File: src/hdl/l2_pkg.sv
// ************************************************************************
// L2 cache shared definitions
// ************************************************************************

`default_nettype none

package l2_pkg;

    // address and data widths
    localparam int ADDR_W = 32;
    localparam int WORD_W = 32;

    // line geometry
    localparam int WORDS_PER_LINE = 4;
    localparam int OFFSET_BITS = 4;
    localparam int WORD_OFF_BITS = 2;

    // associativity, the lookup and victim logic assume two ways
    localparam int N_WAYS = 2;

    typedef logic [ADDR_W-1:0] addr_t;
    typedef logic [WORD_W-1:0] word_t;

    // word 0 sits in the low bits of the line
    typedef word_t [WORDS_PER_LINE-1:0] line_t;

    typedef enum logic [1:0] {
        LINE_INVALID,
        LINE_CLEAN,
        LINE_DIRTY
    } line_state_t;

    typedef enum logic {
        OP_READ,
        OP_WRITE
    } cpu_op_t;

    typedef enum logic {
        MEM_FILL,
        MEM_WRITEBACK
    } mem_op_t;

    // controller states
    typedef enum logic [3:0] {
        ST_IDLE,
        ST_LOOKUP,
        ST_HIT,
        ST_WB_REQ,
        ST_WB_WAIT,
        ST_FILL_REQ,
        ST_FILL_WAIT,
        ST_ACK,
        ST_ACK_WAIT
    } l2_fsm_state_t;

endpackage

`default_nettype wire

File: src/hdl/l2_lookup.sv
// ************************************************************************
// L2 tag lookup and victim choice
// ************************************************************************

`timescale 1ns/100ps
`default_nettype none

module l2_lookup #(
    parameter int SET_BITS = 4,
    localparam int TAG_W = l2_pkg::ADDR_W - SET_BITS - l2_pkg::OFFSET_BITS
) (
    input  logic                clk,
    input  logic                rst_n_i,
    input  logic [SET_BITS-1:0] req_set_i,
    input  logic [TAG_W-1:0]    req_tag_i,
    input  logic [TAG_W-1:0]    rd_tag_i [l2_pkg::N_WAYS],
    input  l2_pkg::line_state_t rd_state_i [l2_pkg::N_WAYS],
    input  logic                advance_victim_i,
    output logic                tag_hit_o,
    output logic                hit_way_o,
    output logic                victim_way_o
);

    logic [l2_pkg::N_WAYS-1:0] way_hit;

    // round-robin pointer, one bit per set
    logic [2**SET_BITS-1:0] rr_q;

    always_comb begin
        for (int w = 0; w < l2_pkg::N_WAYS; w++) begin
            way_hit[w] = (rd_state_i[w] != l2_pkg::LINE_INVALID) && (rd_tag_i[w] == req_tag_i);
        end
    end

    assign tag_hit_o = |way_hit;
    assign hit_way_o = way_hit[1];

    // empty way first
    always_comb begin
        if (rd_state_i[0] == l2_pkg::LINE_INVALID) begin
            victim_way_o = 1'b0;
        end else if (rd_state_i[1] == l2_pkg::LINE_INVALID) begin
            victim_way_o = 1'b1;
        end else begin
            victim_way_o = rr_q[req_set_i];
        end
    end

    always_ff @(posedge clk) begin
        if (!rst_n_i) begin
            rr_q <= '0;
        end else if (advance_victim_i) begin
            rr_q[req_set_i] <= !rr_q[req_set_i];
        end
    end

    // a fill always replaces the victim, so a tag lives in at most one way
    single_hit_a: assert property (@(posedge clk) disable iff (!rst_n_i)
        !(way_hit[0] && way_hit[1]));

endmodule

`default_nettype wire

File: config.mk
export PLATFORM = sky130hd
export DESIGN_NAME = l2_lookup
export DESIGN_NICKNAME = d
export VERILOG_FILES = /design/src/hdl/l2_pkg.sv /design/src/hdl/l2_lookup.sv
export SDC_FILE = /design/constraint.sdc
export NUM_CORES = 1
export LEC_CHECK = 0
export ABC_AREA = 1
export BUFFER_PORTS_ARGS = -buffer_cell sky130_fd_sc_hd__buf_2
export CAP_MARGIN = 20
export CORE_ASPECT_RATIO = 0.5
export CORE_MARGIN = 5
export CORE_UTILIZATION = 46
export DETAILED_ROUTE_END_ITERATION = 10
export GPL_TIMING_DRIVEN = 1
export HOLD_SLACK_MARGIN = 0.03
export PLACE_DENSITY_LB_ADDON = 0.12
export SLEW_MARGIN = 10
export SYNTH_ARGS = -nofsm -noshare
export SYNTH_HDL_FRONTEND = slang
export SYNTH_SLANG_ARGS = --single-unit
File: constraint.sdc
create_clock -name clk -period 1.3 [get_ports clk]
set_input_delay 0.195 -clock clk [delete_from_list [all_inputs] [get_ports clk]]
set_output_delay 0.195 -clock clk [all_outputs]
set_load 0.01 [all_outputs]
==> results.sh <==
export IMPL_status="finished, violations left"
export IMPL_violations="setup timing"
export IMPL_r2r_setup_slack_ns=-0.06
export IMPL_cap_violations=0
export IMPL_grt_setup_unrepaired="yes"
export IMPL_numPortBuffers=85
export IMPL_synth_fp_nets=413
export IMPL_regMostFlops="rr_q"
export IMPL_switching_power_uw=473
export IMPL_max_freq_mhz=696
export IMPL_final_util=0.748
export IMPL_area_growth_pct=53.9
export IMPL_yosysWarnings=0
export IMPL_min_to="rr_q[15]"
export IMPL_ys_ff_latch=16
export IMPL_finalSetupTns_ns=-0.845
export IMPL_grt_overflow=0
export IMPL_drt_wirelength_per_cell_um=11.5
export IMPL_reg2reg_depth=12
export IMPL_synth_cell_types=19
export IMPL_critPathRequiredTime_ns=1.11
export IMPL_placedCellCount=470
export IMPL_start_kind="register"
export IMPL_antennaDiodeCount=0
export IMPL_pwr_share_clk=0.304
export IMPL_antenna_found_initial=0
export IMPL_dieArea_sq_um=5080
export IMPL_fin_nets=510
export IMPL_crit_top_cell="nand2_1"
export IMPL_hold_slack_ns=0.308
export IMPL_pwr_share_seq=0.337
export IMPL_cp_max_fo=2
export IMPL_clock_latency_ns=0.26
export IMPL_reg2reg_to="rr_q[2]"
export IMPL_hold_violations=0
export IMPL_gp_congestion=0.846
export IMPL_num_rows=15
export IMPL_r2r_start="rr_q[5]"
export IMPL_synth_area_sq_um=1700
export IMPL_dr_pass1_iters=4
export IMPL_syn_instance_count=330
export IMPL_drive_gt1_frac=0.392
export IMPL_cts_tree="yes"
export IMPL_drc=0
export IMPL_fin_skew_ns=0.00464
export IMPL_clk_pin_slew_ns=0.07
export IMPL_place_area_sq_um=2210
export IMPL_worst_path_largest_cell_delay_ns=0.34
export IMPL_swShare=0.314
export IMPL_dr_total_vias=2218
export IMPL_finalMaxSlewViolations=0
export IMPL_relSlewSlack=0.831
export IMPL_fin_ws_ns=-0.137
export IMPL_dp_hpwl_mm=4.17
export IMPL_cts_root_buffer="clkbuf_8"
export IMPL_yosys_area_top_type="nand2_1"
export IMPL_setup_viol=18
export IMPL_grt_total_usage=0.203
export IMPL_top_regs="rr_q: 16 flops"
export IMPL_ir_drop_mv=0.242
export IMPL_cts_max_level=1
export IMPL_synth_area_leaders="nand2_1 (21%), dfxtp_1 (19%), nor2_1 (15%)"
export IMPL_start_util=0.486
export IMPL_core_sq_um=3490
export IMPL_tightest_slew_ns=0.254
export IMPL_fin_cells=477
export IMPL_path_cells="nand2_1 > nand2_1 > nand2_1 > nand2_1 > nand2_1 > nand2_2 > nor2_4 > a21boi_1 > buf_2"
export IMPL_drtAntennaViolNets=0
export IMPL_path_class="reg -> out"
export IMPL_clock_sinks=16
export IMPL_ios=86
export IMPL_ys_seq_area_frac=0.189
export IMPL_hp_class="in -> reg"
export IMPL_die_width_um=95.9
export IMPL_largest_register_ffs=16
export IMPL_grt_max_degree=17
export IMPL_clockBufferDepth=2
export IMPL_p_per_area_nw_per_um2=578
export IMPL_comb_power_share=0.359
export IMPL_grt_pass1_vias=2033
export IMPL_end_kind="primary output"
export IMPL_final_area_sq_um=2610
export IMPL_synth_avg_cell_area_sq_um=5.14
export IMPL_hold_start="rst_n_i"
export IMPL_finalCritPeriodShare=1.11
export IMPL_critPathArrivalTime_ns=1.24
export IMPL_dieHeight_um=52.9
export IMPL_drtIter0Drc=69
export IMPL_cpMaxStageDelayCell="dfxtp_1"
export IMPL_pre_cts_slack_ns=-0.109
export IMPL_synth_top_area_share=0.212
export IMPL_grt_pass1_wl_mm=8.18
export IMPL_cellLeakagePower_nw=1.35
export IMPL_wl_mm=5.49
export IMPL_fin_crit_ns=1.44
export IMPL_power_mw=1.51
export IMPL_vias_per_cell=4.65
export IMPL_hold_depth=3
export IMPL_p_int_mw=1.04
export IMPL_cts_buffers=3
==> how the worst max path moves through the flow <==
stage                       from            to  slack (ns)  cells past startpoint
CTS                     rr_q[15]  victim_way_o       -0.14                      9
detailed placement  req_set_i[0]  victim_way_o       -0.11                     11
global route            rr_q[15]  victim_way_o       -0.27                      9
finish                   rr_q[5]  victim_way_o       -0.14                      9
global placement    req_set_i[0]  victim_way_o       -0.11                     11
floorplan           req_set_i[0]  victim_way_o        0.13                      9
==> Yosys cell counts <==
cell,count
a21oi_1,1
or2_2,4
clkbuf_1,1
nand3_1,11
nor2_1,70
nand4_1,2
nand2_2,1
xor2_1,3
nor2_4,1
dfxtp_1,16
inv_2,2
buf_6,2
inv_1,67
o21ai_0,35
nor2_2,1
nand2_1,96
xnor2_1,15
o22ai_1,1
a21boi_0,1
==> layer usage <==
metal  GRT usage  routed length, um  up-vias
li1            -                  -     1170
met1       0.230               2210      965
met2       0.394               2800       73
met3      0.0384                382       10
met4      0.0542                 89        0
met5           0                  0        -
==> power groups by stage <==
stage	Combinational (mW)	Sequential [mW]	Clock, mW
6_report	0.542	0.508	0.459
5_1_grt	0.604	0.509	0.489
4_1_cts	0.451	0.508	0.472
3_5_place_dp	0.445	0.518	0
3_3_place_gp	0.436	0.518	0
2_1_floorplan	0.232	0.515	0
==> logic make-up after synthesis <==
group                     count (synthesis)  share of synthesized area
AOI/OAI and AO/OA                        38                      0.114
xor gates and xnor gates                 18                     0.0929
buffers and inverters                    72                      0.168
DFF                                      16                      0.189
and+or+nand+nor                         186                      0.436
==> what timing repair did <==
item	4_1_cts	5_1_grt
setup buffers	1	1
resized for setup	11	103
hold buffers	0	0
gates cloned	0	1
pin swaps	2	26
setup endpoints to repair	1	19
==> cells in the final DEF (no fill, tap or decap) <==
cell	instances
xnor2_2	4
nand2_1	87
o21ai_2	3
buf_6	14
nand2_4	1
nor2_4	15
xor2_1	3
clkbuf_8	4
xnor2_1	11
o22ai_1	1
o21ai_1	8
or2_2	4
inv_2	15
nand2_2	9
dfxtp_2	10
nand3_1	11
buf_4	9
buf_8	2
o21ai_0	24
nor2_1	51
nand4_1	2
a21boi_1	1
buf_12	1
inv_1	53
buf_2	69
nor2_2	6
inv_4	1
dfxtp_1	6
a21oi_1	1
==> worst max-delay path: cells and delay by family, from the launching register on <==
kind	cells	cell delay (ns)
flops	1	0.34
buf+inv	1	0.14
simple gates	7	0.39
compound gates	1	0.10
==> layout make-up <==
cell class / instances / area (sq um)
Timing Repair Buffer: 95 / 621
Sequential cell: 16 / 333
Fill cell: 317 / 880
Inverter: 69 / 262
Multi-Input combinational cell: 242 / 1280
Tap cell: 51 / 63.8
Clock buffer: 4 / 55.1
No activity file was read; power rests on OpenSTA's default activity.
