==> config.mk <==
export PLATFORM = sky130hd
export DESIGN_NAME = l2_input_decoder
export DESIGN_NICKNAME = d
export VERILOG_FILES = /design/src/hdl/l2_pkg.sv /design/src/hdl/l2_input_decoder.sv
export SDC_FILE = /design/constraint.sdc
export NUM_CORES = 1
export LEC_CHECK = 0
export BUFFER_PORTS_ARGS = -buffer_cell sky130_fd_sc_hd__buf_2
export CAP_MARGIN = 20
export CORE_MARGIN = 2
export CORE_UTILIZATION = 37
export DETAILED_ROUTE_END_ITERATION = 6
export PLACE_DENSITY = 0.82
export SLEW_MARGIN = 10
export SYNTH_ARGS = -nofsm -noshare
export SYNTH_HDL_FRONTEND = slang
export SYNTH_SLANG_ARGS = --single-unit
export TNS_END_PERCENT = 1
==> constraint.sdc <==
create_clock -name clk -period 2.45 [get_ports clk]
set_input_delay 0.245 -clock clk [delete_from_list [all_inputs] [get_ports clk]]
set_output_delay 0.245 -clock clk [all_outputs]
set_load 0.005 [all_outputs]
==> src/hdl/l2_pkg.sv <==
// ************************************************************************
// L2 cache shared definitions
// ************************************************************************

`default_nettype none

package l2_pkg;

    // address and data widths
    localparam int ADDR_W = 32;
    localparam int WORD_W = 32;

    // line geometry
    localparam int WORDS_PER_LINE = 4;
    localparam int OFFSET_BITS = 4;
    localparam int WORD_OFF_BITS = 2;

    // associativity, the lookup and victim logic assume two ways
    localparam int N_WAYS = 2;

    typedef logic [ADDR_W-1:0] addr_t;
    typedef logic [WORD_W-1:0] word_t;

    // word 0 sits in the low bits of the line
    typedef word_t [WORDS_PER_LINE-1:0] line_t;

    typedef enum logic [1:0] {
        LINE_INVALID,
        LINE_CLEAN,
        LINE_DIRTY
    } line_state_t;

    typedef enum logic {
        OP_READ,
        OP_WRITE
    } cpu_op_t;

    typedef enum logic {
        MEM_FILL,
        MEM_WRITEBACK
    } mem_op_t;

    // controller states
    typedef enum logic [3:0] {
        ST_IDLE,
        ST_LOOKUP,
        ST_HIT,
        ST_WB_REQ,
        ST_WB_WAIT,
        ST_FILL_REQ,
        ST_FILL_WAIT,
        ST_ACK,
        ST_ACK_WAIT
    } l2_fsm_state_t;

endpackage

`default_nettype wire

==> src/hdl/l2_input_decoder.sv <==
// ************************************************************************
// L2 CPU request decoder
// ************************************************************************

`timescale 1ns/100ps
`default_nettype none

module l2_input_decoder #(
    parameter int SET_BITS = 4,
    localparam int TAG_W = l2_pkg::ADDR_W - SET_BITS - l2_pkg::OFFSET_BITS
) (
    input  logic                             clk,
    input  logic                             rst_n_i,
    input  logic                             cpu_req_i,
    input  l2_pkg::cpu_op_t                  cpu_op_i,
    input  l2_pkg::addr_t                    cpu_addr_i,
    input  l2_pkg::word_t                    cpu_wdata_i,
    input  logic                             busy_i,
    output logic                             decode_valid_o,
    output l2_pkg::cpu_op_t                  req_op_o,
    output logic [TAG_W-1:0]                 req_tag_o,
    output logic [SET_BITS-1:0]              req_set_o,
    output logic [l2_pkg::WORD_OFF_BITS-1:0] req_woff_o,
    output l2_pkg::word_t                    req_wdata_o
);

    // set once a request is taken, cleared when req drops
    logic taken_q;
    logic take;

    assign take = cpu_req_i && !taken_q && !busy_i;

    always_ff @(posedge clk) begin
        if (!rst_n_i) begin
            taken_q        <= 1'b0;
            decode_valid_o <= 1'b0;
            req_set_o      <= '0;
        end else begin
            decode_valid_o <= take;
            if (take) begin
                taken_q   <= 1'b1;
                req_set_o <= cpu_addr_i[l2_pkg::OFFSET_BITS +: SET_BITS];
            end else if (!cpu_req_i) begin
                taken_q <= 1'b0;
            end
        end
    end

    always_ff @(posedge clk) begin
        if (take) begin
            req_op_o    <= cpu_op_i;
            req_tag_o   <= cpu_addr_i[l2_pkg::ADDR_W-1 -: TAG_W];
            req_woff_o  <= cpu_addr_i[l2_pkg::OFFSET_BITS-1 -: l2_pkg::WORD_OFF_BITS];
            req_wdata_o <= cpu_wdata_i;
        end
    end

    // four-phase protocol keeps the address steady for the whole request
    addr_stable_a: assert property (@(posedge clk) disable iff (!rst_n_i)
        cpu_req_i ##1 cpu_req_i |-> $stable(cpu_addr_i));

endmodule

`default_nettype wire

==> run_results.csv <==
group,metric,value,unit
run_status,run_status,"complete, no violations",
timing,post_route_setup_tns,0,ns
placed_design,dp_slack,1.15,ns
route,route.detailed.wl_per_inst,15.1,um
hold_path,hold_path.class,"in -> reg",
route,vias_per_cell,4.28,
critical_path,worst_ep_arrival_time,1.27,ns
finish,finalCoreUtilization,57.0,%
die,floorplan.initialDensity,38.7,%
clocking,tritoncts,"built",
clocking,hold_buffers_post_cts,0,
timing,fin_crit,1.28,ns
critical_path,critPathKind,"reg -> reg",
finish,drive_above_1_share,64.6,%
timing,period_share,52.1,%
route,drtIter0Drc,136,
power_and_ir_drop,leakage,0.00126,uW
timing,final-hold-violation-count,0,
finish,n_antenna_cell,0,
placed_design,place_area,2760,um^2
finish,area.sequential,1890,um^2
power_and_ir_drop,seq_power_share,55.6,%
timing,unrepaired_setup_endpoints_after_global_routing,"false",
global_routing,globalRouteOverflowTotal,0,
power_and_ir_drop,intPower,1810,uW
placed_design,port_buffers,130,
placed_design,dpl_hpwl,3.29,mm
finish,multi_input_area,103,um^2
die,die_h,77.6,um
critical_path,worst_ep_required_time,2.44,ns
clocking,numClockSinks,65,
timing,timing.final.setup_violations,0,
run,cap_viol_max_count,0,
clocking,clock-root-buffer,"sky130_fd_sc_hd__clkbuf_8",
power_and_ir_drop,part_of_the_total_power_dissipated_in_combinational_logic,6.0,%
global_routing,first_global_vias,1219,
die,num_io_pins,133,
global_routing,grt_pass1_wl,6.67,mm
clocking,clk_transition_reported_paths,0.07,ns
synthesis,average_cell_area_after_synthesis,24.1,um^2
finish,final_net_count,293,
timing,finalMaxSlewViolations,0,
route,via_count,1280,
synthesis,post_synth_num_cell_types,9,
power_and_ir_drop,pwr-share-clk,38.4,%
power_and_ir_drop,switchingPower,489,uW
clocking,cts_resized,0,
synthesis,syn_nets,152,
critical_path,worstSetupStartpointType,"register",
global_routing,grt_antenna_before_repair,0,
timing,max_freq,0.784,GHz
timing,worst_clock_skew,0.00422,ns
finish,syn2layout_area_growth,47.3,%
clocking,cts_setup_buffers,0,
synthesis,synth_cells,83,
timing,worst_pin_slew,0.362,ns
clocking,cts_max_level,3,
synthesis,seq_area_frac_synth,94.4,%
synthesis,yosysWarnings,0,
die,core_area,5170,um^2
route,route.antenna.remaining_nets,0,
clocking,clk-insertion-delay-late,0.32,ns
route,drtPass1Iterations,4,
route,drc,0,
global_routing,groute.usage.overall,15.4,%
power_and_ir_drop,p_sw_share,21.3,%
timing,timing.max_slew.rel_slack,75.9,%
synthesis,syn-cell-area,2000,um^2
clocking,cts_inserted_buffers,9,
die,floorplan.rows,26,
die,die_width,77.6,um
power_and_ir_drop,p_per_area,778,nW/um^2
critical_path,critical_path.endpoint_type,"register",
timing,finalWorstSetupSlack,1.17,ns
global_routing,grt_start_max_net_pins,64,
critical_path,path_max_fanout,63,
power_and_ir_drop,vdd_drop_max,368,uV
synthesis,ys_ff_latch,65,
finish,nFillCells,418,
placed_design,place.gp.congestion,0.646,
die,design.die.area,6020,um^2
route,postRouteWirelength,4.51,mm
timing,holdWs,0.0857,ns
finish,design_area,2950,um^2
clocking,cts_buffer_depth,2,
## kinds of logic after synthesis
logic type,Yosys count,synth area share (%)
AOI/OAI and AO/OA,1,0.250
muxes,4,2.00
DFF,65,94.4
and+or+nand+nor,11,2.87
buffers and inverters,2,0.437
## critical path: stages, from the launching register on
cell and delay (ns):
sky130_fd_sc_hd__dfxtp_1 0.34, sky130_fd_sc_hd__nor3b_4 0.22, sky130_fd_sc_hd__buf_12 0.31
## through the flow
step                cells  power, uW
floorplan              83       1340
global placement      283       1430
detailed placement    283       1440
CTS                   299       2320
global route          299       2400
finish                299       2290
## placed cells by master (no fill, tap or decap)
master,synthesis,final
sky130_fd_sc_hd__buf_2,1,130
sky130_fd_sc_hd__edfxtp_1,59,59
sky130_fd_sc_hd__nand2_1,9,9
sky130_fd_sc_hd__clkbuf_8,0,9
sky130_fd_sc_hd__dfxtp_1,6,6
sky130_fd_sc_hd__mux2i_1,4,4
sky130_fd_sc_hd__clkinv_2,0,3
sky130_fd_sc_hd__nor3b_4,1,1
sky130_fd_sc_hd__nor3_1,1,1
sky130_fd_sc_hd__inv_1,1,1
sky130_fd_sc_hd__a21oi_1,1,1
sky130_fd_sc_hd__inv_6,0,1
sky130_fd_sc_hd__clkinvlp_4,0,1
sky130_fd_sc_hd__clkinv_4,0,1
sky130_fd_sc_hd__bufinv_16,0,1
sky130_fd_sc_hd__buf_12,0,1
## sequential cells by signal (all words and copies together) (netlist names)
signal / count
req_tag_o: 24
req_wdata_o: 32
req_set_o: 4
decode_valid_o: 1
req_op_o: 1
taken_q: 1
req_woff_o: 2
## worst paths after layout
| check | startpoint | cells past startpoint | slack, ns | endpoint |
|---|---|---|---|---|
| max | taken_q$_SDFFE_PN0P_ | 2 | 1.17 | req_op_o$_DFFE_PP_ |
| min | cpu_wdata_i[31] | 1 | 0.09 | req_wdata_o[31]$_DFFE_PP_ |
| max reg2reg | taken_q$_SDFFE_PN0P_ | 2 | 1.17 | req_op_o$_DFFE_PP_ |
| min reg2reg | req_set_o[2]$_SDFFE_PN0P_ | 2 | 0.45 | req_set_o[2]$_SDFFE_PN0P_ |
## final cells by class
class                           instances  share of cell area [%]
Clock buffer                            9                    4.20
Inverter                                1                   0.127
Multi-Input combinational cell         16                    3.48
Clock inverter                          7                    2.37
Tap cell                               70                    2.97
Timing Repair Buffer                  131                    22.7
Sequential cell                        65                    64.1
## per-layer routing
metal / up-vias / track usage [%] / routed length (um)
met5: - / 0 / 0
met4: 0 / 4.82 / 12
met3: 2 / 8.26 / 384
met2: 81 / 23.5 / 2250
met1: 595 / 18.9 / 1860
li1: 602 / - / -
## power groups by stage
stage	Combinational (uW)	Sequential [uW]	Clock, uW
finish	138	1280	881
global route	150	1280	971
CTS	140	1280	908
detailed placement	139	1300	0
global placement	133	1300	0
floorplan	26.2	1310	0
## cells in the mapped netlist
library cell | number | area (um^2)
sky130_fd_sc_hd__edfxtp_1 | 59 | 1770
sky130_fd_sc_hd__nand2_1 | 9 | 33.8
sky130_fd_sc_hd__dfxtp_1 | 6 | 120
sky130_fd_sc_hd__mux2i_1 | 4 | 40.0
sky130_fd_sc_hd__a21oi_1 | 1 | 5.00
sky130_fd_sc_hd__buf_2 | 1 | 5.00
sky130_fd_sc_hd__inv_1 | 1 | 3.75
sky130_fd_sc_hd__nor3_1 | 1 | 5.00
sky130_fd_sc_hd__nor3b_4 | 1 | 18.8
Note: power is estimated with default switching activity, not from simulation.
