==> src/hdl/l2_pkg.sv <==
// ************************************************************************
// L2 cache shared definitions
// ************************************************************************

`default_nettype none

package l2_pkg;

    // address and data widths
    localparam int ADDR_W = 32;
    localparam int WORD_W = 32;

    // line geometry
    localparam int WORDS_PER_LINE = 4;
    localparam int OFFSET_BITS = 4;
    localparam int WORD_OFF_BITS = 2;

    // associativity, the lookup and victim logic assume two ways
    localparam int N_WAYS = 2;

    typedef logic [ADDR_W-1:0] addr_t;
    typedef logic [WORD_W-1:0] word_t;

    // word 0 sits in the low bits of the line
    typedef word_t [WORDS_PER_LINE-1:0] line_t;

    typedef enum logic [1:0] {
        LINE_INVALID,
        LINE_CLEAN,
        LINE_DIRTY
    } line_state_t;

    typedef enum logic {
        OP_READ,
        OP_WRITE
    } cpu_op_t;

    typedef enum logic {
        MEM_FILL,
        MEM_WRITEBACK
    } mem_op_t;

    // controller states
    typedef enum logic [3:0] {
        ST_IDLE,
        ST_LOOKUP,
        ST_HIT,
        ST_WB_REQ,
        ST_WB_WAIT,
        ST_FILL_REQ,
        ST_FILL_WAIT,
        ST_ACK,
        ST_ACK_WAIT
    } l2_fsm_state_t;

endpackage

`default_nettype wire

==> src/hdl/l2_localmem.sv <==
// ************************************************************************
// L2 tag, state and data arrays
// ************************************************************************

`timescale 1ns/100ps
`default_nettype none

module l2_localmem #(
    parameter int SET_BITS = 4,
    localparam int TAG_W = l2_pkg::ADDR_W - SET_BITS - l2_pkg::OFFSET_BITS,
    localparam int SETS = 2 ** SET_BITS
) (
    input  logic                clk,
    input  logic                rst_n_i,
    input  logic [SET_BITS-1:0] rd_set_i,
    input  logic                wr_en_i,
    input  logic                wr_way_i,
    input  logic [SET_BITS-1:0] wr_set_i,
    input  logic [TAG_W-1:0]    wr_tag_i,
    input  l2_pkg::line_state_t wr_state_i,
    input  l2_pkg::line_t       wr_line_i,
    output logic [TAG_W-1:0]    rd_tag_o [l2_pkg::N_WAYS],
    output l2_pkg::line_state_t rd_state_o [l2_pkg::N_WAYS],
    output l2_pkg::line_t       rd_line_o [l2_pkg::N_WAYS],
    output logic                init_done_o
);

    logic [TAG_W-1:0]    tag_mem [l2_pkg::N_WAYS][SETS];
    l2_pkg::line_state_t state_mem [l2_pkg::N_WAYS][SETS];
    l2_pkg::line_t       line_mem [l2_pkg::N_WAYS][SETS];

    logic [SET_BITS-1:0] sweep_cnt_q;
    logic                init_done_q;

    assign init_done_o = init_done_q;

    // invalidation sweep, one set per cycle
    always_ff @(posedge clk) begin
        if (!rst_n_i) begin
            sweep_cnt_q <= '0;
            init_done_q <= 1'b0;
        end else if (!init_done_q) begin
            sweep_cnt_q <= sweep_cnt_q + 1'b1;
            if (&sweep_cnt_q) begin
                init_done_q <= 1'b1;
            end
        end
    end

    always_ff @(posedge clk) begin
        if (!init_done_q) begin
            for (int w = 0; w < l2_pkg::N_WAYS; w++) begin
                state_mem[w][sweep_cnt_q] <= l2_pkg::LINE_INVALID;
            end
        end else if (wr_en_i) begin
            tag_mem[wr_way_i][wr_set_i]   <= wr_tag_i;
            state_mem[wr_way_i][wr_set_i] <= wr_state_i;
            line_mem[wr_way_i][wr_set_i]  <= wr_line_i;
        end
    end

    // state reads only after the sweep so lookup never sees unwritten state
    always_ff @(posedge clk) begin
        for (int w = 0; w < l2_pkg::N_WAYS; w++) begin
            if (!rst_n_i) begin
                rd_state_o[w] <= l2_pkg::LINE_INVALID;
            end else if (init_done_q) begin
                rd_state_o[w] <= state_mem[w][rd_set_i];
            end
        end
    end

    always_ff @(posedge clk) begin
        for (int w = 0; w < l2_pkg::N_WAYS; w++) begin
            rd_tag_o[w]  <= tag_mem[w][rd_set_i];
            rd_line_o[w] <= line_mem[w][rd_set_i];
        end
    end

endmodule

`default_nettype wire

==> config.mk <==
export PLATFORM = sky130hd
export DESIGN_NAME = l2_localmem
export DESIGN_NICKNAME = d
export VERILOG_FILES = /design/src/hdl/l2_pkg.sv /design/src/hdl/l2_localmem.sv
export SDC_FILE = /design/constraint.sdc
export NUM_CORES = 2
export LEC_CHECK = 0
export BUFFER_PORTS_ARGS = -buffer_cell sky130_fd_sc_hd__buf_2
export CAP_MARGIN = 20
export CORE_ASPECT_RATIO = 1.4
export CORE_MARGIN = 3
export CORE_UTILIZATION = 55
export CTS_BUF_LIST = sky130_fd_sc_hd__clkbuf_16
export DETAILED_ROUTE_END_ITERATION = 6
export GPL_ROUTABILITY_DRIVEN = 0
export PLACE_DENSITY = 0.71
export SYNTH_ARGS = -nofsm -noshare
export SYNTH_HDL_FRONTEND = slang
export SYNTH_MEMORY_MAX_BITS = 65536
export SYNTH_SLANG_ARGS = --single-unit
==> constraint.sdc <==
create_clock -name clk -period 11 [get_ports clk]
set_input_delay 1.1 -clock clk [delete_from_list [all_inputs] [get_ports clk]]
set_output_delay 1.1 -clock clk [all_outputs]
set_load 0.05 [all_outputs]
==> impl_metrics.yaml <==
finish:
  stdcell_count: 13700
  areaGrowthSynthToFinish_pct: 12.0
  final_layout_size_suffix_gt1_share_pct: 30.2
  finalNetCount: 8756
routing:
  drt-total-wl_um: 468000
  initialDrtViolationCount: 10900
  num_vias: 88700
  drt-vias-per-instance: 6.50
  avgRoutedWirePerCell_um: 34.3
  drc: 0
  drtAntennaViolNets: 0
  drtPass1Iterations: 6
timing:
  final.setup_skew_ns: 0.0567
  timing.final.crit_share_pct: 37.9
  hold_violations: 0
  max_slew.worst_pin.slew_ns: 1.17
  period_minus_slack_ns: 4.17
  fin_tns_setup_ns: 0
  grt_setup_unrepaired: "false"
  max_freq_ghz: 0.240
  drv_slew: 0
  setup_slack_ns: 6.83
  setup_violations: 0
  timing.hold.ws_ns: 0.505
  slew_headroom_pct: 21.8
worst_setup_path:
  reg2reg_from: "init_done_o$_SDFF_PN0_"
  max_stage_delay_ns: 0.90
  r2r-end: "line_mem[0][1841]$_DFFE_PP_"
  arrival_ns: 4.72
  path_cells: "nand2_1 > or3_1 > nor2_4 > buf_4 > buf_4"
  path_class: "flop to flop"
  r2r_slack_ns: 6.83
  cp_common_cell: "buf_4"
  cp-end-kind: "flop"
  r2r_cells: 5
  required_ns: 11.55
  path_max_fanout: 44
  cp_slowest_cell: "buf_4"
  critPathLaunchType: "flop"
clock_network:
  clk_latency_ns: 0.99
  cts.sinks: 5241
  root_buffer: "clkbuf_16"
  holdBufCountCts: 0
  post_cts_buffers: 0
  cts_tree: "built"
  clockBufferDepth: 4
  cts_resized: 0
  htree_num_levels: 5
  numCtsBuffers: 466
  cts.clk_slew.worst_paths_ns: 0.07
yosys:
  avgSynthCellArea_um2: 24.5
  synth_most_common_cell: "edfxtp_1"
  synth_warnings: 0
  synth-seq-cells: 5241
  yosysTopAreaCell: "edfxtp_1"
  syn-num-nets: 8052
  synth_enable_flop_cells: 4928
  ys_seq_area_share_pct: 80.0
  synth.area.top_cells: "edfxtp_1 (77%), mux4_2 (16%), dfxtp_1 (3.2%), a211oi_1 (0.52%), clkbuf_1 (0.43%)"
  ys.flop_type: "edfxtp_1"
  synth.distinct_cells: 36
  synth_cells: 7881
  async_reset_ff_share_pct: 0
  synth_common_cells: "edfxtp_1 (4928), mux4_2 (1394), dfxtp_1 (313)"
  synth_top_area_share_pct: 76.7
  netlist_area_mm2: 0.193
die:
  die_h_um: 707
  core_mm2: 0.348
  die-area_mm2: 0.358
  fp.dieW_um: 507
  rows: 256
  start_util_pct: 55.4
  io-pin-count: 475
power:
  p_leak_nw: 68.4
  p_per_area_mw_per_mm2: 185
  peakVddDrop_uv: 150
placed_design:
  place_inst: 12800
  hpwlAfterDp_um: 240000
  pre_cts_ws_ns: 6.05
  io_buffer_count: 474
grt:
  grt_pass1_vias: 90800
  track_usage_pct: 26.3
  grt_pass1_wl_um: 673000
  grt_antenna_before_repair: 73
  overflow: 0
  grt_max_degree: 136
worst_hold_path:
  hold_end: "sweep_cnt_q[1]$_SDFFE_PN0N_"
  hp-class: "primary input to flop"
  min_path_cells: 2
  hp-start: "rst_n_i"
status:
  status: "finished, final reports clean"
flow_run:
  cap_violations: 0
==> flip-flops by register name, indices dropped and copies added, names as in the netlist <==
register	count
state_mem	64
rd_state_o	4
rd_tag_o	48
rd_line_o	256
line_mem	4096
tag_mem	768
sweep_cnt_q	4
init_done_o	1
==> critical path, delay by kind of cell, from the launching register on <==
family,cells,cell delay [ns]
buf+inv,2,1.71
simple gates,3,1.08
flops,1,0.78
==> cell type report <==
| type | count | area [um^2] |
|---|---|---|
| antenna | 34 | 85.1 |
| clock buffer | 472 | 11800 |
| clock inverter | 395 | 3150 |
| fill | 23000 | 132000 |
| inverter | 3 | 18.8 |
| multi-input combinational | 2226 | 36800 |
| sequential | 5241 | 154000 |
| tap | 4644 | 5810 |
| timing repair buffer | 647 | 4150 |
==> metal layers <==
| metal | track usage [%] | routed length, um | vias up |
|---|---|---|---|
| li1 | - | - | 35100 |
| met1 | 36.1 | 174000 | 48200 |
| met2 | 43.9 | 238000 | 4630 |
| met3 | 4.57 | 41800 | 795 |
| met4 | 7.66 | 14200 | 26 |
| met5 | 0 | 156 | - |
==> through the flow <==
stage	instance area (um^2)	power, W	utilization (%)
after floorplan	193000	0.0237	-
after global placement	201000	0.0244	57.7
after detailed placement	201000	0.0244	57.7
after CTS	216000	0.0402	62.0
after global routing	216000	0.0411	62.0
final	216000	0.0400	62.1
==> where the power goes <==
part | internal (W) | total (W) | switching (W)
registers | 0.0219 | 0.0221 | 0.000153
logic | 0.000662 | 0.00194 | 0.00128
clock network | 0.00892 | 0.0160 | 0.00705
total | 0.0315 | 0.0400 | 0.00848
==> cells in the final DEF (no fill, tap or decap), types with 8 or more instances in the layout <==
cell,instances
a211oi_1,133
a21o_1,12
a21oi_1,61
a31oi_1,75
and2_1,124
buf_12,33
buf_2,470
buf_4,140
bufinv_16,49
clkbuf_16,472
clkinv_1,120
clkinv_2,76
clkinvlp_4,8
dfxtp_1,313
diode_2,34
edfxtp_1,4928
inv_1,118
inv_6,8
mux2i_1,78
mux4_2,1394
nand2_1,162
nand3_1,13
nor2_4,32
nor2b_1,81
o21ai_0,20
==> cell families after synthesis <==
family          after synthesis  share of synthesized area (%)
flops                      5241                           80.0
buf+inv                     414                           1.09
simple gates                436                           1.16
xor+xnor                      3                         0.0136
mux                        1473                           16.7
fa+ha+maj                     5                         0.0324
compound gates              309                           1.06
==> how the worst max path moves through the flow <==
stage	from	slack [ns]	cells past startpoint	to
global placement	rd_set_i[2]	6.03	8	rd_line_o[137]$_DFF_P_
global route	init_done_o$_SDFF_PN0_	6.72	6	line_mem[0][450]$_DFFE_PP_
floorplan	wr_way_i	2.18	4	state_mem[0][20]$_SDFFCE_PN0P_
detailed placement	rd_set_i[2]	6.05	8	rd_line_o[137]$_DFF_P_
finish	init_done_o$_SDFF_PN0_	6.83	5	line_mem[0][1841]$_DFFE_PP_
CTS	init_done_o$_SDFF_PN0_	6.90	5	line_mem[0][1841]$_DFFE_PP_
Power figures use the tool's default switching activity.
