## src/hdl/l2_pkg.sv

```systemverilog
// ************************************************************************
// L2 cache shared definitions
// ************************************************************************

`default_nettype none

package l2_pkg;

    // address and data widths
    localparam int ADDR_W = 32;
    localparam int WORD_W = 32;

    // line geometry
    localparam int WORDS_PER_LINE = 4;
    localparam int OFFSET_BITS = 4;
    localparam int WORD_OFF_BITS = 2;

    // associativity, the lookup and victim logic assume two ways
    localparam int N_WAYS = 2;

    typedef logic [ADDR_W-1:0] addr_t;
    typedef logic [WORD_W-1:0] word_t;

    // word 0 sits in the low bits of the line
    typedef word_t [WORDS_PER_LINE-1:0] line_t;

    typedef enum logic [1:0] {
        LINE_INVALID,
        LINE_CLEAN,
        LINE_DIRTY
    } line_state_t;

    typedef enum logic {
        OP_READ,
        OP_WRITE
    } cpu_op_t;

    typedef enum logic {
        MEM_FILL,
        MEM_WRITEBACK
    } mem_op_t;

    // controller states
    typedef enum logic [3:0] {
        ST_IDLE,
        ST_LOOKUP,
        ST_HIT,
        ST_WB_REQ,
        ST_WB_WAIT,
        ST_FILL_REQ,
        ST_FILL_WAIT,
        ST_ACK,
        ST_ACK_WAIT
    } l2_fsm_state_t;

endpackage

`default_nettype wire

```

## src/hdl/l2_fsm.sv

```systemverilog
// ************************************************************************
// L2 controller FSM
// ************************************************************************

`timescale 1ns/100ps
`default_nettype none

module l2_fsm #(
    parameter int SET_BITS = 4,
    localparam int TAG_W = l2_pkg::ADDR_W - SET_BITS - l2_pkg::OFFSET_BITS
) (
    input  logic                             clk,
    input  logic                             rst_n_i,
    input  logic                             cpu_req_i,
    input  logic                             decode_valid_i,
    input  logic                             init_done_i,
    input  l2_pkg::cpu_op_t                  req_op_i,
    input  logic [TAG_W-1:0]                 req_tag_i,
    input  logic [SET_BITS-1:0]              req_set_i,
    input  logic [l2_pkg::WORD_OFF_BITS-1:0] req_woff_i,
    input  l2_pkg::word_t                    req_wdata_i,
    input  logic                             tag_hit_i,
    input  logic                             hit_way_i,
    input  logic                             victim_way_i,
    input  logic [TAG_W-1:0]                 rd_tag_i [l2_pkg::N_WAYS],
    input  l2_pkg::line_state_t              rd_state_i [l2_pkg::N_WAYS],
    input  l2_pkg::line_t                    rd_line_i [l2_pkg::N_WAYS],
    input  logic                             mem_ack_i,
    input  l2_pkg::line_t                    mem_rdata_i,
    output logic                             busy_o,
    output logic                             cpu_ack_o,
    output l2_pkg::word_t                    cpu_rdata_o,
    output logic                             mem_req_o,
    output l2_pkg::mem_op_t                  mem_op_o,
    output l2_pkg::addr_t                    mem_addr_o,
    output l2_pkg::line_t                    mem_wdata_o,
    output logic                             wr_en_o,
    output logic                             wr_way_o,
    output logic [SET_BITS-1:0]              wr_set_o,
    output logic [TAG_W-1:0]                 wr_tag_o,
    output l2_pkg::line_state_t              wr_state_o,
    output l2_pkg::line_t                    wr_line_o,
    output logic                             advance_victim_o
);

    l2_pkg::l2_fsm_state_t state_q;
    l2_pkg::l2_fsm_state_t state_d;

    logic                  fill_q;
    logic                  way_q;
    logic [TAG_W-1:0]      vtag_q;
    l2_pkg::line_t         line_q;
    l2_pkg::line_t         merged_line;
    l2_pkg::word_t         rdata_q;
    logic                  is_wb;

    always_comb begin
        state_d = state_q;
        case (state_q)
            l2_pkg::ST_IDLE: begin
                if (decode_valid_i) state_d = l2_pkg::ST_LOOKUP;
            end
            l2_pkg::ST_LOOKUP: begin
                if (tag_hit_i) begin
                    state_d = l2_pkg::ST_HIT;
                end else if (rd_state_i[victim_way_i] == l2_pkg::LINE_DIRTY) begin
                    state_d = l2_pkg::ST_WB_REQ;
                end else begin
                    state_d = l2_pkg::ST_FILL_REQ;
                end
            end
            l2_pkg::ST_WB_REQ: begin
                if (mem_ack_i) state_d = l2_pkg::ST_WB_WAIT;
            end
            l2_pkg::ST_WB_WAIT: begin
                if (!mem_ack_i) state_d = l2_pkg::ST_FILL_REQ;
            end
            l2_pkg::ST_FILL_REQ: begin
                if (mem_ack_i) state_d = l2_pkg::ST_FILL_WAIT;
            end
            l2_pkg::ST_FILL_WAIT: begin
                if (!mem_ack_i) state_d = l2_pkg::ST_HIT;
            end
            l2_pkg::ST_HIT:      state_d = l2_pkg::ST_ACK;
            l2_pkg::ST_ACK: begin
                if (!cpu_req_i) state_d = l2_pkg::ST_ACK_WAIT;
            end
            l2_pkg::ST_ACK_WAIT: state_d = l2_pkg::ST_IDLE;
            default:             state_d = l2_pkg::ST_IDLE;
        endcase
    end

    always_ff @(posedge clk) begin
        if (!rst_n_i) begin
            state_q <= l2_pkg::ST_IDLE;
            fill_q  <= 1'b0;
        end else begin
            state_q <= state_d;
            if (state_q == l2_pkg::ST_LOOKUP) fill_q <= !tag_hit_i;
        end
    end

    // working copy of the line, later replaced by fill data on a miss
    always_ff @(posedge clk) begin
        if (state_q == l2_pkg::ST_LOOKUP) begin
            way_q  <= tag_hit_i ? hit_way_i : victim_way_i;
            line_q <= tag_hit_i ? rd_line_i[hit_way_i] : rd_line_i[victim_way_i];
            vtag_q <= rd_tag_i[victim_way_i];
        end else if (state_q == l2_pkg::ST_FILL_REQ && mem_ack_i) begin
            line_q <= mem_rdata_i;
        end
        if (state_q == l2_pkg::ST_HIT) rdata_q <= merged_line[req_woff_i];
    end

    always_comb begin
        merged_line = line_q;
        if (req_op_i == l2_pkg::OP_WRITE) merged_line[req_woff_i] = req_wdata_i;
    end

    assign busy_o      = (state_q != l2_pkg::ST_IDLE) || !init_done_i;
    assign cpu_ack_o   = (state_q == l2_pkg::ST_ACK);
    assign cpu_rdata_o = rdata_q;

    assign is_wb       = (state_q == l2_pkg::ST_WB_REQ) || (state_q == l2_pkg::ST_WB_WAIT);
    assign mem_req_o   = (state_q == l2_pkg::ST_WB_REQ) || (state_q == l2_pkg::ST_FILL_REQ);
    assign mem_op_o    = is_wb ? l2_pkg::MEM_WRITEBACK : l2_pkg::MEM_FILL;
    // victim address rebuilt from its stored tag
    assign mem_addr_o  = {is_wb ? vtag_q : req_tag_i, req_set_i,
                          {l2_pkg::OFFSET_BITS{1'b0}}};
    assign mem_wdata_o = line_q;

    assign advance_victim_o = (state_q == l2_pkg::ST_FILL_REQ) && mem_ack_i;

    assign wr_en_o    = (state_q == l2_pkg::ST_HIT) && (fill_q || req_op_i == l2_pkg::OP_WRITE);
    assign wr_way_o   = way_q;
    assign wr_set_o   = req_set_i;
    assign wr_tag_o   = req_tag_i;
    assign wr_state_o = (req_op_i == l2_pkg::OP_WRITE) ? l2_pkg::LINE_DIRTY : l2_pkg::LINE_CLEAN;
    assign wr_line_o  = merged_line;

    // a new memory request waits for the previous ack to clear
    mem_req_rise_a: assert property (@(posedge clk) disable iff (!rst_n_i)
        $rose(mem_req_o) |-> !mem_ack_i);

endmodule

`default_nettype wire

```

## config.mk

```make
export PLATFORM = sky130hd
export DESIGN_NAME = l2_fsm
export DESIGN_NICKNAME = d
export VERILOG_FILES = /design/src/hdl/l2_pkg.sv /design/src/hdl/l2_fsm.sv
export SDC_FILE = /design/constraint.sdc
export NUM_CORES = 1
export LEC_CHECK = 0
export ABC_CLOCK_PERIOD_IN_PS = 8900
export BUFFER_PORTS_ARGS = -buffer_cell sky130_fd_sc_hd__clkbuf_2
export CAP_MARGIN = 10
export CELL_PAD_IN_SITES_DETAIL_PLACEMENT = 2
export CELL_PAD_IN_SITES_GLOBAL_PLACEMENT = 2
export CORE_AREA = 2 2 340 342
export DETAILED_ROUTE_END_ITERATION = 12
export DIE_AREA = 0 0 342 344
export PLACE_DENSITY_LB_ADDON = 0.12
export SYNTH_ARGS = -nofsm -noshare
export SYNTH_HDL_FRONTEND = slang
export SYNTH_SLANG_ARGS = --single-unit
```

## constraint.sdc

```tcl
create_clock -name clk -period 8.9 [get_ports clk]
set_input_delay 0.445 -clock clk [delete_from_list [all_inputs] [get_ports clk]]
set_output_delay 0.445 -clock clk [all_outputs]
set_load 0.02 [all_outputs]
```

==> results.cfg, run 1 <==
[route]
dr.pass1.iters = 4
drtIter0Drc = 417
drc = 0
drt-total-wl_um = 81000
viasPerCell = 3.50
ant_nets = 0
vias = 11800
wl_per_cell_um = 24.1

[global_route]
grt_pass1_wl_um = 108000
antenna_found_initial = 10
grt-ovfl-total = 0
grt_max_degree = 80
grtUsageTotal_pct = 13.3
grt_pass1_vias = 13300

[setup_path]
reg2reg_from = state_q[0]
reg2reg_depth = 5
crit_type = reg -> reg
reg2reg_to = mem_wdata_o[113]
cp_common_cell = buf_4
endpoint_kind = flop
crit_chain = nor2b_1, and2_4, buf_4, buf_4, a21oi_1
cp_top_family = buffers and inverters
cp_max_fo = 78
crit_path_top_delay_cell = buf_4
max_stage_delay_ns = 0.77
critPathLaunchType = flop
rrSetupSlack_ns = 5.18
cp_data_arrival_time_ns = 3.94
cp.required_ns = 9.13
crit_buf_inv = 2

[power]
vdd_drop_max_v = 0.0000811
p_sw_mw = 1.69
power.share.sequential_pct = 37.0
leakagePower_nw = 8.15
p_sw_share_pct = 43.7
pwr_density_cell_mw_per_mm2 = 211
p_clk_share_pct = 21.1
intPower_mw = 2.19
combPwrFrac_pct = 41.9

[sta]
skew_ns = 0.0141
fmax_mhz = 269
fin_crit_sh_pct = 41.8
rsz0062_at_grt = no
hold_violations = 0
setup_viol = 0
layout_min_cycle_time_ns = 3.72
max_slew_margin_pct = 32.0
slew_violations = 0
worstMarginPinSlew_ns = 1.02
finalSetupTns_ns = 0

[placed_design]
portBuffers = 848
hpwl_um = 64900
place_congestion = 0.799
placed_cells = 3320
dpl_cell_area_sq_mm = 0.0178

[finish]
layout_commonest_cell = clkbuf_2
fin_nets = 2335
multi_input_area_sq_mm = 0.00587
seq_area_sq_mm = 0.00566
fin_area_sq_mm = 0.0184
syn_to_final_growth_pct = 49.1
fin_cells = 3357
drive_above_1_share_pct = 60.5
fillers = 13300
final_cell_mix = 846 x clkbuf_2, 185 x edfxtp_1, 174 x mux2_2

[synthesis]
netlist_area_sq_mm = 0.0123
synthCells = 1053
syn_area_per_cell_sq_um = 11.7
ys_types = 43
synth_seq_area_share_pct = 45.8
yosysWarnings = 0
synth_seq_cells = 190

[cts]
clkSinkCount = 190
cts_repair_resize_count = 0
root_buffer = clkbuf_16
postCtsSetupBuffers = 0
cts_hold_buf = 0
cts_buffers = 17
cts_buffer_depth = 2
clkLatencyLatePin_ns = 0.51
clk_pin_slew_ns = 0.09
htree_levels = 4
cts_tree = done

[floorplanning]
io_pins = 865
die_area_sq_mm = 0.118
initial_core_util_pct = 10.8
rows = 124
fp.coreArea_sq_mm = 0.114
die_h_um = 344
die_w_um = 342

[min_path]
hp-start = rst_n_i
hold_end = state_q[3]
holdPathStages = 3
min_path_type = in -> reg

[job]
drv_cap = 0

[run_status]
status = finished, final reports clean
power by group through the flow:
stage | Combinational, mW | Clock [mW] | Sequential [mW]
after floorplan | 0.855 | 0 | 1.53
after global placement | 1.67 | 0 | 1.46
after detailed placement | 1.68 | 0 | 1.47
after CTS | 1.68 | 0.876 | 1.45
after global routing | 1.77 | 0.897 | 1.46
final | 1.63 | 0.819 | 1.44
how the worst max path moves through the flow:
stage	cells after the start	end	start	slack (ns)
after CTS	5	mem_wdata_o[83]	state_q[0]	5.09
after detailed placement	5	mem_wdata_o[113]	state_q[0]	5.12
after floorplan	4	mem_wdata_o[0]	state_q[2]	4.55
after global placement	5	mem_wdata_o[81]	state_q[0]	5.22
final	5	mem_wdata_o[113]	state_q[0]	5.18
after global routing	6	mem_wdata_o[79]	state_q[0]	4.77
routing by layer:
layer,GRT usage (%),vias to the layer above,wire [um],part of all wire (%)
met4,3.41,2,1290,1.6
met1,15.1,5870,31900,39
met5,0,-,13,0.016
li1,-,5394,-,-
met3,2.98,56,4110,5.1
met2,24.9,440,43600,54
state kept, by name, summed over array words and instances, names as in the netlist:
| name | cells |
|---|---|
| cpu_rdata_o | 32 |
| fill_q | 1 |
| mem_wdata_o | 128 |
| state_q | 4 |
| vtag_q | 24 |
| wr_way_o | 1 |
cells in the mapped netlist (all sizes together):
cell	number	share of area, %
a32o	1	0.081
mux2i	131	11
o31a	1	0.071
mux4	32	5.8
and2	5	0.25
or2	1	0.051
nor3	3	0.21
or3b	1	0.071
a22oi	1	0.061
o31ai	1	0.061
nand3b	3	0.18
nor2	134	4.1
o21ai	3	0.12
xnor2	1	0.071
nand2b	1	0.051
buf	104	6.4
a21oi	132	5.4
o22a	1	0.071
o311ai	1	0.071
o21a	1	0.061
and3	2	0.10
edfxtp	185	45
mux2	176	16
conb	1	0.030
nand3	4	0.16
nand2	100	3.0
and3b	1	0.071
inv	6	0.18
dfxtp	5	0.81
clkbuf	11	0.33
a21boi	1	0.061
a2bb2oi	1	0.071
nor2b	2	0.10
cells by family (layout without fill, tap and decap cells):
family                    Yosys count  count (layout)  share of synthesized area (%)
buffers and inverters             121             905                           6.89
and+or+nand+nor                   257             257                           8.44
other                               1               9                         0.0304
AOI/OAI and AO/OA                 144             144                           6.11
DFF                               190             190                           45.8
muxes                             339             339                           32.6
xor gates and xnor gates            1               1                         0.0710
cell type report:
type	instances	area share [%]
timing repair buffer	867	23.9
sequential	190	30.7
inverter	6	0.122
multi-input combinational	745	31.9
clock inverter	14	0.714
clock buffer	18	2.33
antenna	5	0.0680
tap	1512	10.3
worst reg2reg max path, cell delays in order, from the launching register on:
cell     delay [ns]
dfxtp_1        0.56
nor2b_1        0.28
and2_4         0.71
buf_4          0.87
buf_4          0.79
a21oi_1        0.24
metrics by stage:
step                util [%]  hold slack, ns  setup WS [ns]  total power, mW
floorplan                  -           0.524           4.55             2.39
global placement        15.7           0.581           5.22             3.14
detailed placement      15.7           0.590           5.12             3.15
CTS                     16.1           0.178           5.09             4.01
global route            16.2           0.184           4.77             4.13
finish                  16.2           0.232           5.18             3.88
Note: power is estimated with default switching activity, not from simulation.
==> run 2, diff against run 1 <==
--- a/config.mk
+++ b/config.mk
@@ -5,14 +5,14 @@
 export SDC_FILE = /design/constraint.sdc
 export NUM_CORES = 1
 export LEC_CHECK = 0
-export ABC_CLOCK_PERIOD_IN_PS = 8900
+export ABC_CLOCK_PERIOD_IN_PS = 3600
 export BUFFER_PORTS_ARGS = -buffer_cell sky130_fd_sc_hd__clkbuf_2
 export CAP_MARGIN = 10
 export CELL_PAD_IN_SITES_DETAIL_PLACEMENT = 2
 export CELL_PAD_IN_SITES_GLOBAL_PLACEMENT = 2
-export CORE_AREA = 2 2 340 342
+export CORE_AREA = 2 2 337 339
 export DETAILED_ROUTE_END_ITERATION = 12
-export DIE_AREA = 0 0 342 344
+export DIE_AREA = 0 0 339 341
 export PLACE_DENSITY_LB_ADDON = 0.12
 export SYNTH_ARGS = -nofsm -noshare
 export SYNTH_HDL_FRONTEND = slang
==> constraint.sdc (replaced) <==
create_clock -name clk -period 3.6 [get_ports clk]
set_input_delay 0.18 -clock clk [delete_from_list [all_inputs] [get_ports clk]]
set_output_delay 0.18 -clock clk [all_outputs]
set_load 0.02 [all_outputs]
==> results.cfg, run 2 (same netlist as run 1, synthesis figures left out) <==
[sta]
hold_violations = 0
setup_viol = 0
max_slew_margin_pct = 42.3
worst_slack_ns = 0.624
layout_min_cycle_time_ns = 2.98
skew_ns = 0.0155
finalSetupTns_ns = 0
worstMarginPinSlew_ns = 0.866
slew_violations = 0
fmax_mhz = 336
fin_crit_sh_pct = 82.7
rsz0062_at_grt = no

[floorplanning]
io_pins = 865
die_w_um = 339
die_area_sq_mm = 0.116
fp.coreArea_sq_mm = 0.112
rows = 123
die_h_um = 341
initial_core_util_pct = 11.0

[route]
wl_per_cell_um = 22.9
drt-total-wl_um = 80500
vias = 12400
drc = 0
ant_nets = 0
drtIter0Drc = 300
viasPerCell = 3.53
dr.pass1.iters = 4

[global_route]
grtUsageTotal_pct = 13.6
grt_max_degree = 106
grt_pass1_vias = 14000
grt_pass1_wl_um = 110000
antenna_found_initial = 10
grt-ovfl-total = 0

[placed_design]
place_ws_ns = 0.840
place_congestion = 0.804
dpl_cell_area_sq_mm = 0.0180
portBuffers = 848
hpwl_um = 65600

[power]
p_sw_mw = 4.17
p_clk_share_pct = 22.1
leakagePower_nw = 8.94
pwr_density_cell_mw_per_mm2 = 497
vdd_drop_max_v = 0.000286
power.share.sequential_pct = 35.6
combPwrFrac_pct = 42.3
intPower_mw = 5.88
p_sw_share_pct = 41.5

[finish]
final_cell_mix = 846 x clkbuf_2, 185 x edfxtp_1, 174 x mux2_2
multi_input_area_sq_mm = 0.00587
layout_commonest_cell = clkbuf_2
syn_to_final_growth_pct = 63.7
drive_above_1_share_pct = 56.0
fillers = 13000
largest_register_ffs = 128
fin_nets = 2506
fin_area_sq_mm = 0.0202
seq_area_sq_mm = 0.00566

[setup_path]
rrSetupSlack_ns = 0.97
max_stage_delay_ns = 0.66
cp_max_fo = 25
critPathLaunchType = flop
reg2reg_from = state_q[0]
crit_end = mem_addr_o[24]
crit_chain = and3b_1, a21oi_2, nor2_4, mux2_2, clkbuf_2
crit_path_top_delay_cell = nor2_4
reg2reg_depth = 5
endpoint_kind = primary output
cp.required_ns = 3.42
reg2reg_to = mem_wdata_o[43]
crit_type = reg -> out
cp_data_arrival_time_ns = 2.80
cp-startpoint = state_q[1]

[cts]
clkLatencyLatePin_ns = 0.51
cts_buffer_depth = 2
htree_levels = 4
postCtsSetupBuffers = 0
cts_repair_resize_count = 0
clk_pin_slew_ns = 0.08
cts_tree = done
root_buffer = clkbuf_16
cts_buffers = 17
clkSinkCount = 190
cts_hold_buf = 157

[job]
drv_cap = 0

[min_path]
min_path_type = in -> reg

[run_status]
status = finished, final reports clean
run 2: cell types whose count changed in the layout (fill, tap and decap cells not counted):
cell / previous run / this run
buf_12: 0 / 6
buf_4: 21 / 29
bufinv_16: 0 / 4
clkbuf_1: 1 / 0
clkinv_1: 0 / 1
clkinv_2: 1 / 0
clkinv_4: 5 / 0
clkinv_8: 1 / 0
diode_2: 5 / 3
dlygate4sd3_1: 0 / 157
inv_6: 2 / 5
inv_8: 3 / 2
run 2: per-layer routing:
layer  vias to the layer above  wire [um]  part of all wire, %  global-route usage (%)
met5                         -         31                0.039                       0
met4                         6       1220                  1.5                    3.52
met3                        55       4240                  5.3                    3.50
met2                       411      43600                   54                    25.5
met1                      6192      31400                   39                    15.0
li1                       5728          -                    -                       -
run 2: power by group through the flow:
stage                     Clock [mW]  Combinational (mW)  Sequential [mW]
final                           2.22                4.25             3.58
after global routing            2.40                4.64             3.64
after CTS                       2.35                4.39             3.61
after detailed placement           0                4.21             3.66
after global placement             0                4.19             3.65
after floorplan                    0                2.12             3.77
run 2: final cells by class:
| cell class | instances | share of cell area [%] |
|---|---|---|
| Antenna cell | 3 | 0.0372 |
| Clock buffer | 17 | 2.11 |
| Clock inverter | 14 | 1.02 |
| Inverter | 6 | 0.111 |
| Multi-Input combinational cell | 745 | 29.0 |
| Sequential cell | 190 | 28.0 |
| Tap cell | 1500 | 9.29 |
| Timing Repair Buffer | 1038 | 30.4 |
run 2: critical path, delay by kind of cell, from the launching register on:
family	cells	cell delay, ns
and+or+nand+nor	2	0.90
DFF	1	0.65
muxes	1	0.48
buffers and inverters	1	0.18
AOI/OAI and AO/OA	1	0.05
run 2: how the worst min path moves through the flow:
| stage | startpoint | endpoint | slack, ns | depth (start not counted) |
|---|---|---|---|---|
| CTS | req_wdata_i[29] | cpu_rdata_o[29] | 0.0004 | 3 |
| finish | mem_rdata_i[119] | mem_wdata_o[119] | 0.05 | 3 |
| floorplan | rst_n_i | state_q[3] | 0.30 | 2 |
| global route | mem_rdata_i[80] | mem_wdata_o[80] | 0.03 | 3 |
| detailed placement | req_set_i[2] | mem_addr_o[6] | 0.36 | 0 |
| global placement | req_set_i[2] | mem_addr_o[6] | 0.36 | 0 |
run 2: metrics by stage:
step | hold slack (ns) | cells | power (mW) | utilization [%]
2_1_floorplan | 0.296 | 1056 | 5.89 | -
3_3_place_gp | 0.360 | 3322 | 7.85 | 16.1
3_5_place_dp | 0.360 | 3322 | 7.87 | 16.1
4_1_cts | 0.000440 | 3510 | 10.4 | 18.0
5_1_grt | 0.0287 | 3512 | 10.7 | 18.1
6_report | 0.0503 | 3513 | 10.0 | 18.1
==> run 3, diff against run 2 <==
--- a/config.mk
+++ b/config.mk
@@ -5,7 +5,7 @@
 export SDC_FILE = /design/constraint.sdc
 export NUM_CORES = 1
 export LEC_CHECK = 0
-export ABC_CLOCK_PERIOD_IN_PS = 3600
+export ABC_CLOCK_PERIOD_IN_PS = 2800
 export BUFFER_PORTS_ARGS = -buffer_cell sky130_fd_sc_hd__clkbuf_2
 export CAP_MARGIN = 10
 export CELL_PAD_IN_SITES_DETAIL_PLACEMENT = 2
==> constraint.sdc (replaced) <==
create_clock -name clk -period 2.8 [get_ports clk]
set_input_delay 0.14 -clock clk [delete_from_list [all_inputs] [get_ports clk]]
set_output_delay 0.14 -clock clk [all_outputs]
set_load 0.02 [all_outputs]
==> results.cfg, run 3 (same netlist as run 1, synthesis figures left out) <==
[setup_path]
crit_buf_inv = 3
reg2reg_from = state_q[2]
cp_top_family = buffers and inverters
cp.required_ns = 3.05
critPathLaunchType = flop
crit_chain = nor2_1, and2_4, buf_12, buf_12, nor2_1, a21oi_1, dlygate4sd3_1
max_stage_delay_ns = 0.61
cp_max_fo = 70
cp_data_arrival_time_ns = 2.83
crit_path_top_delay_cell = dfxtp_1
crit_type = reg -> reg
cp-startpoint = state_q[2]
endpoint_kind = flop

[sta]
layout_min_cycle_time_ns = 2.58
worstMarginPinSlew_ns = 0.658
fmax_mhz = 388
slew_violations = 0
rsz0062_at_grt = no
fin_crit_sh_pct = 92.1
setup_viol = 0
hold_violations = 0
max_slew_margin_pct = 56.2
skew_ns = 0.0205
finalSetupTns_ns = 0

[route]
top_layer = met4
wl_met1_um = 31800
dr.pass1.iters = 4
drc = 0
drt-total-wl_um = 80700
wl_met3_um = 4100
ant_nets = 0
viasPerCell = 3.53
wl_met2_um = 43800
drtIter0Drc = 363
wl_per_cell_um = 22.5
vias = 12700

[global_route]
grt_pass1_vias = 14500
grt-ovfl-total = 0
grt_max_degree = 71
grtUsageTotal_pct = 13.7
grt_pass1_wl_um = 112000
antenna_found_initial = 8

[cts]
cts_buffers = 17
cts_buffer_depth = 2
clkLatencyLatePin_ns = 0.50
clk_pin_slew_ns = 0.08
cts_tree = done
root_buffer = clkbuf_16
clkSinkCount = 190
htree_levels = 4

[finish]
post-route-util_pct = 18.8
largest_register_ffs = 128
final_cell_mix = 845 x clkbuf_2, 227 x dlygate4sd3_1, 185 x edfxtp_1
syn_to_final_growth_pct = 70.1
layout_commonest_cell = clkbuf_2
fin_nets = 2584
fin_cells = 3593
drive_above_1_share_pct = 54.1

[min_path]
min_path_type = in -> reg
hp-start = rd_line_i[24]

[floorplanning]
fp.coreArea_sq_mm = 0.112
initial_core_util_pct = 11.0
die_h_um = 341
die_w_um = 339
die_area_sq_mm = 0.116
rows = 123
io_pins = 865

[placed_design]
place_congestion = 0.863
hpwl_um = 65300
portBuffers = 848
placed_cells = 3330

[power]
leakagePower_nw = 9.26
vdd_drop_max_v = 0.000321
pwr_density_cell_mw_per_mm2 = 618

[run_status]
status = finished, final reports clean

[job]
drv_cap = 0
-- run 3: cell types whose count changed in the layout (fill, tap and decap cells not counted), sizes merged --
cell         change
clkinv           +1
inv              -7
buf              +9
dlygate4sd3     +70
clkinvlp         -1
bufinv           -2
diode            +1
clkbuf           +9
-- run 3: area by class of cell --
| type | instances | area [sq um] |
|---|---|---|
| clock inverter | 5 | 85.1 |
| inverter | 6 | 22.5 |
| timing repair buffer | 1116 | 6990 |
| clock buffer | 27 | 483 |
| multi-input combinational | 745 | 5870 |
| fill | 13000 | 90900 |
| tap | 1500 | 1880 |
| sequential | 190 | 5660 |
| antenna | 4 | 10.0 |
-- run 3: worst paths after layout --
path                                   endpoint  slack, ns  cells after the start
worst max register to register  mem_wdata_o[14]       0.22                      7
worst min-delay path            mem_wdata_o[24]       0.04                      3
worst min register to register       state_q[0]       0.58                      2
worst max-delay path            mem_wdata_o[14]       0.22                      7
-- run 3: timing repair --
| item | in CTS | in global routing |
|---|---|---|
| setup endpoints to repair | 0 | 4 |
| hold buffers | 227 | 0 |
| endpoints found under the hold margin | 176 | 0 |
| gates resized for setup | 0 | 2 |
| setup buffers | 0 | 0 |
-- run 3: metrics by stage --
step	power, mW	worst slack [ns]	hold slack [ns]	cell area [sq um]
4_1_cts	13.3	0.110	0.000313	21000
3_5_place_dp	10.2	0.683	0.280	18100
3_3_place_gp	10.2	0.743	0.280	18100
2_1_floorplan	7.56	0.369	0.256	12400
6_report	13.0	0.221	0.0419	21000
5_1_grt	13.8	0.0754	0.0246	21000
-- run 3: worst register-to-register path, stage by stage (launching register included) --
cell and delay (ns):
dfxtp_1 0.61, nor2_1 0.12, and2_4 0.21, buf_12 0.19
buf_12 0.27, nor2_1 0.29, a21oi_1 0.06, dlygate4sd3_1 0.59
-- run 3: power by group --
part	leakage, nW	internal, mW	switching, mW
logic	7.24	2.28	3.50
registers	1.75	3.97	0.589
clock network	0.270	1.37	1.25
total	9.26	7.62	5.34
-- run 3: routing by layer --
layer | track usage [%] | vias up
met1 | 15.5 | 6324
met5 | 0 | -
li1 | - | 5894
met2 | 25.8 | 425
met3 | 3.16 | 43
met4 | 3.24 | 0
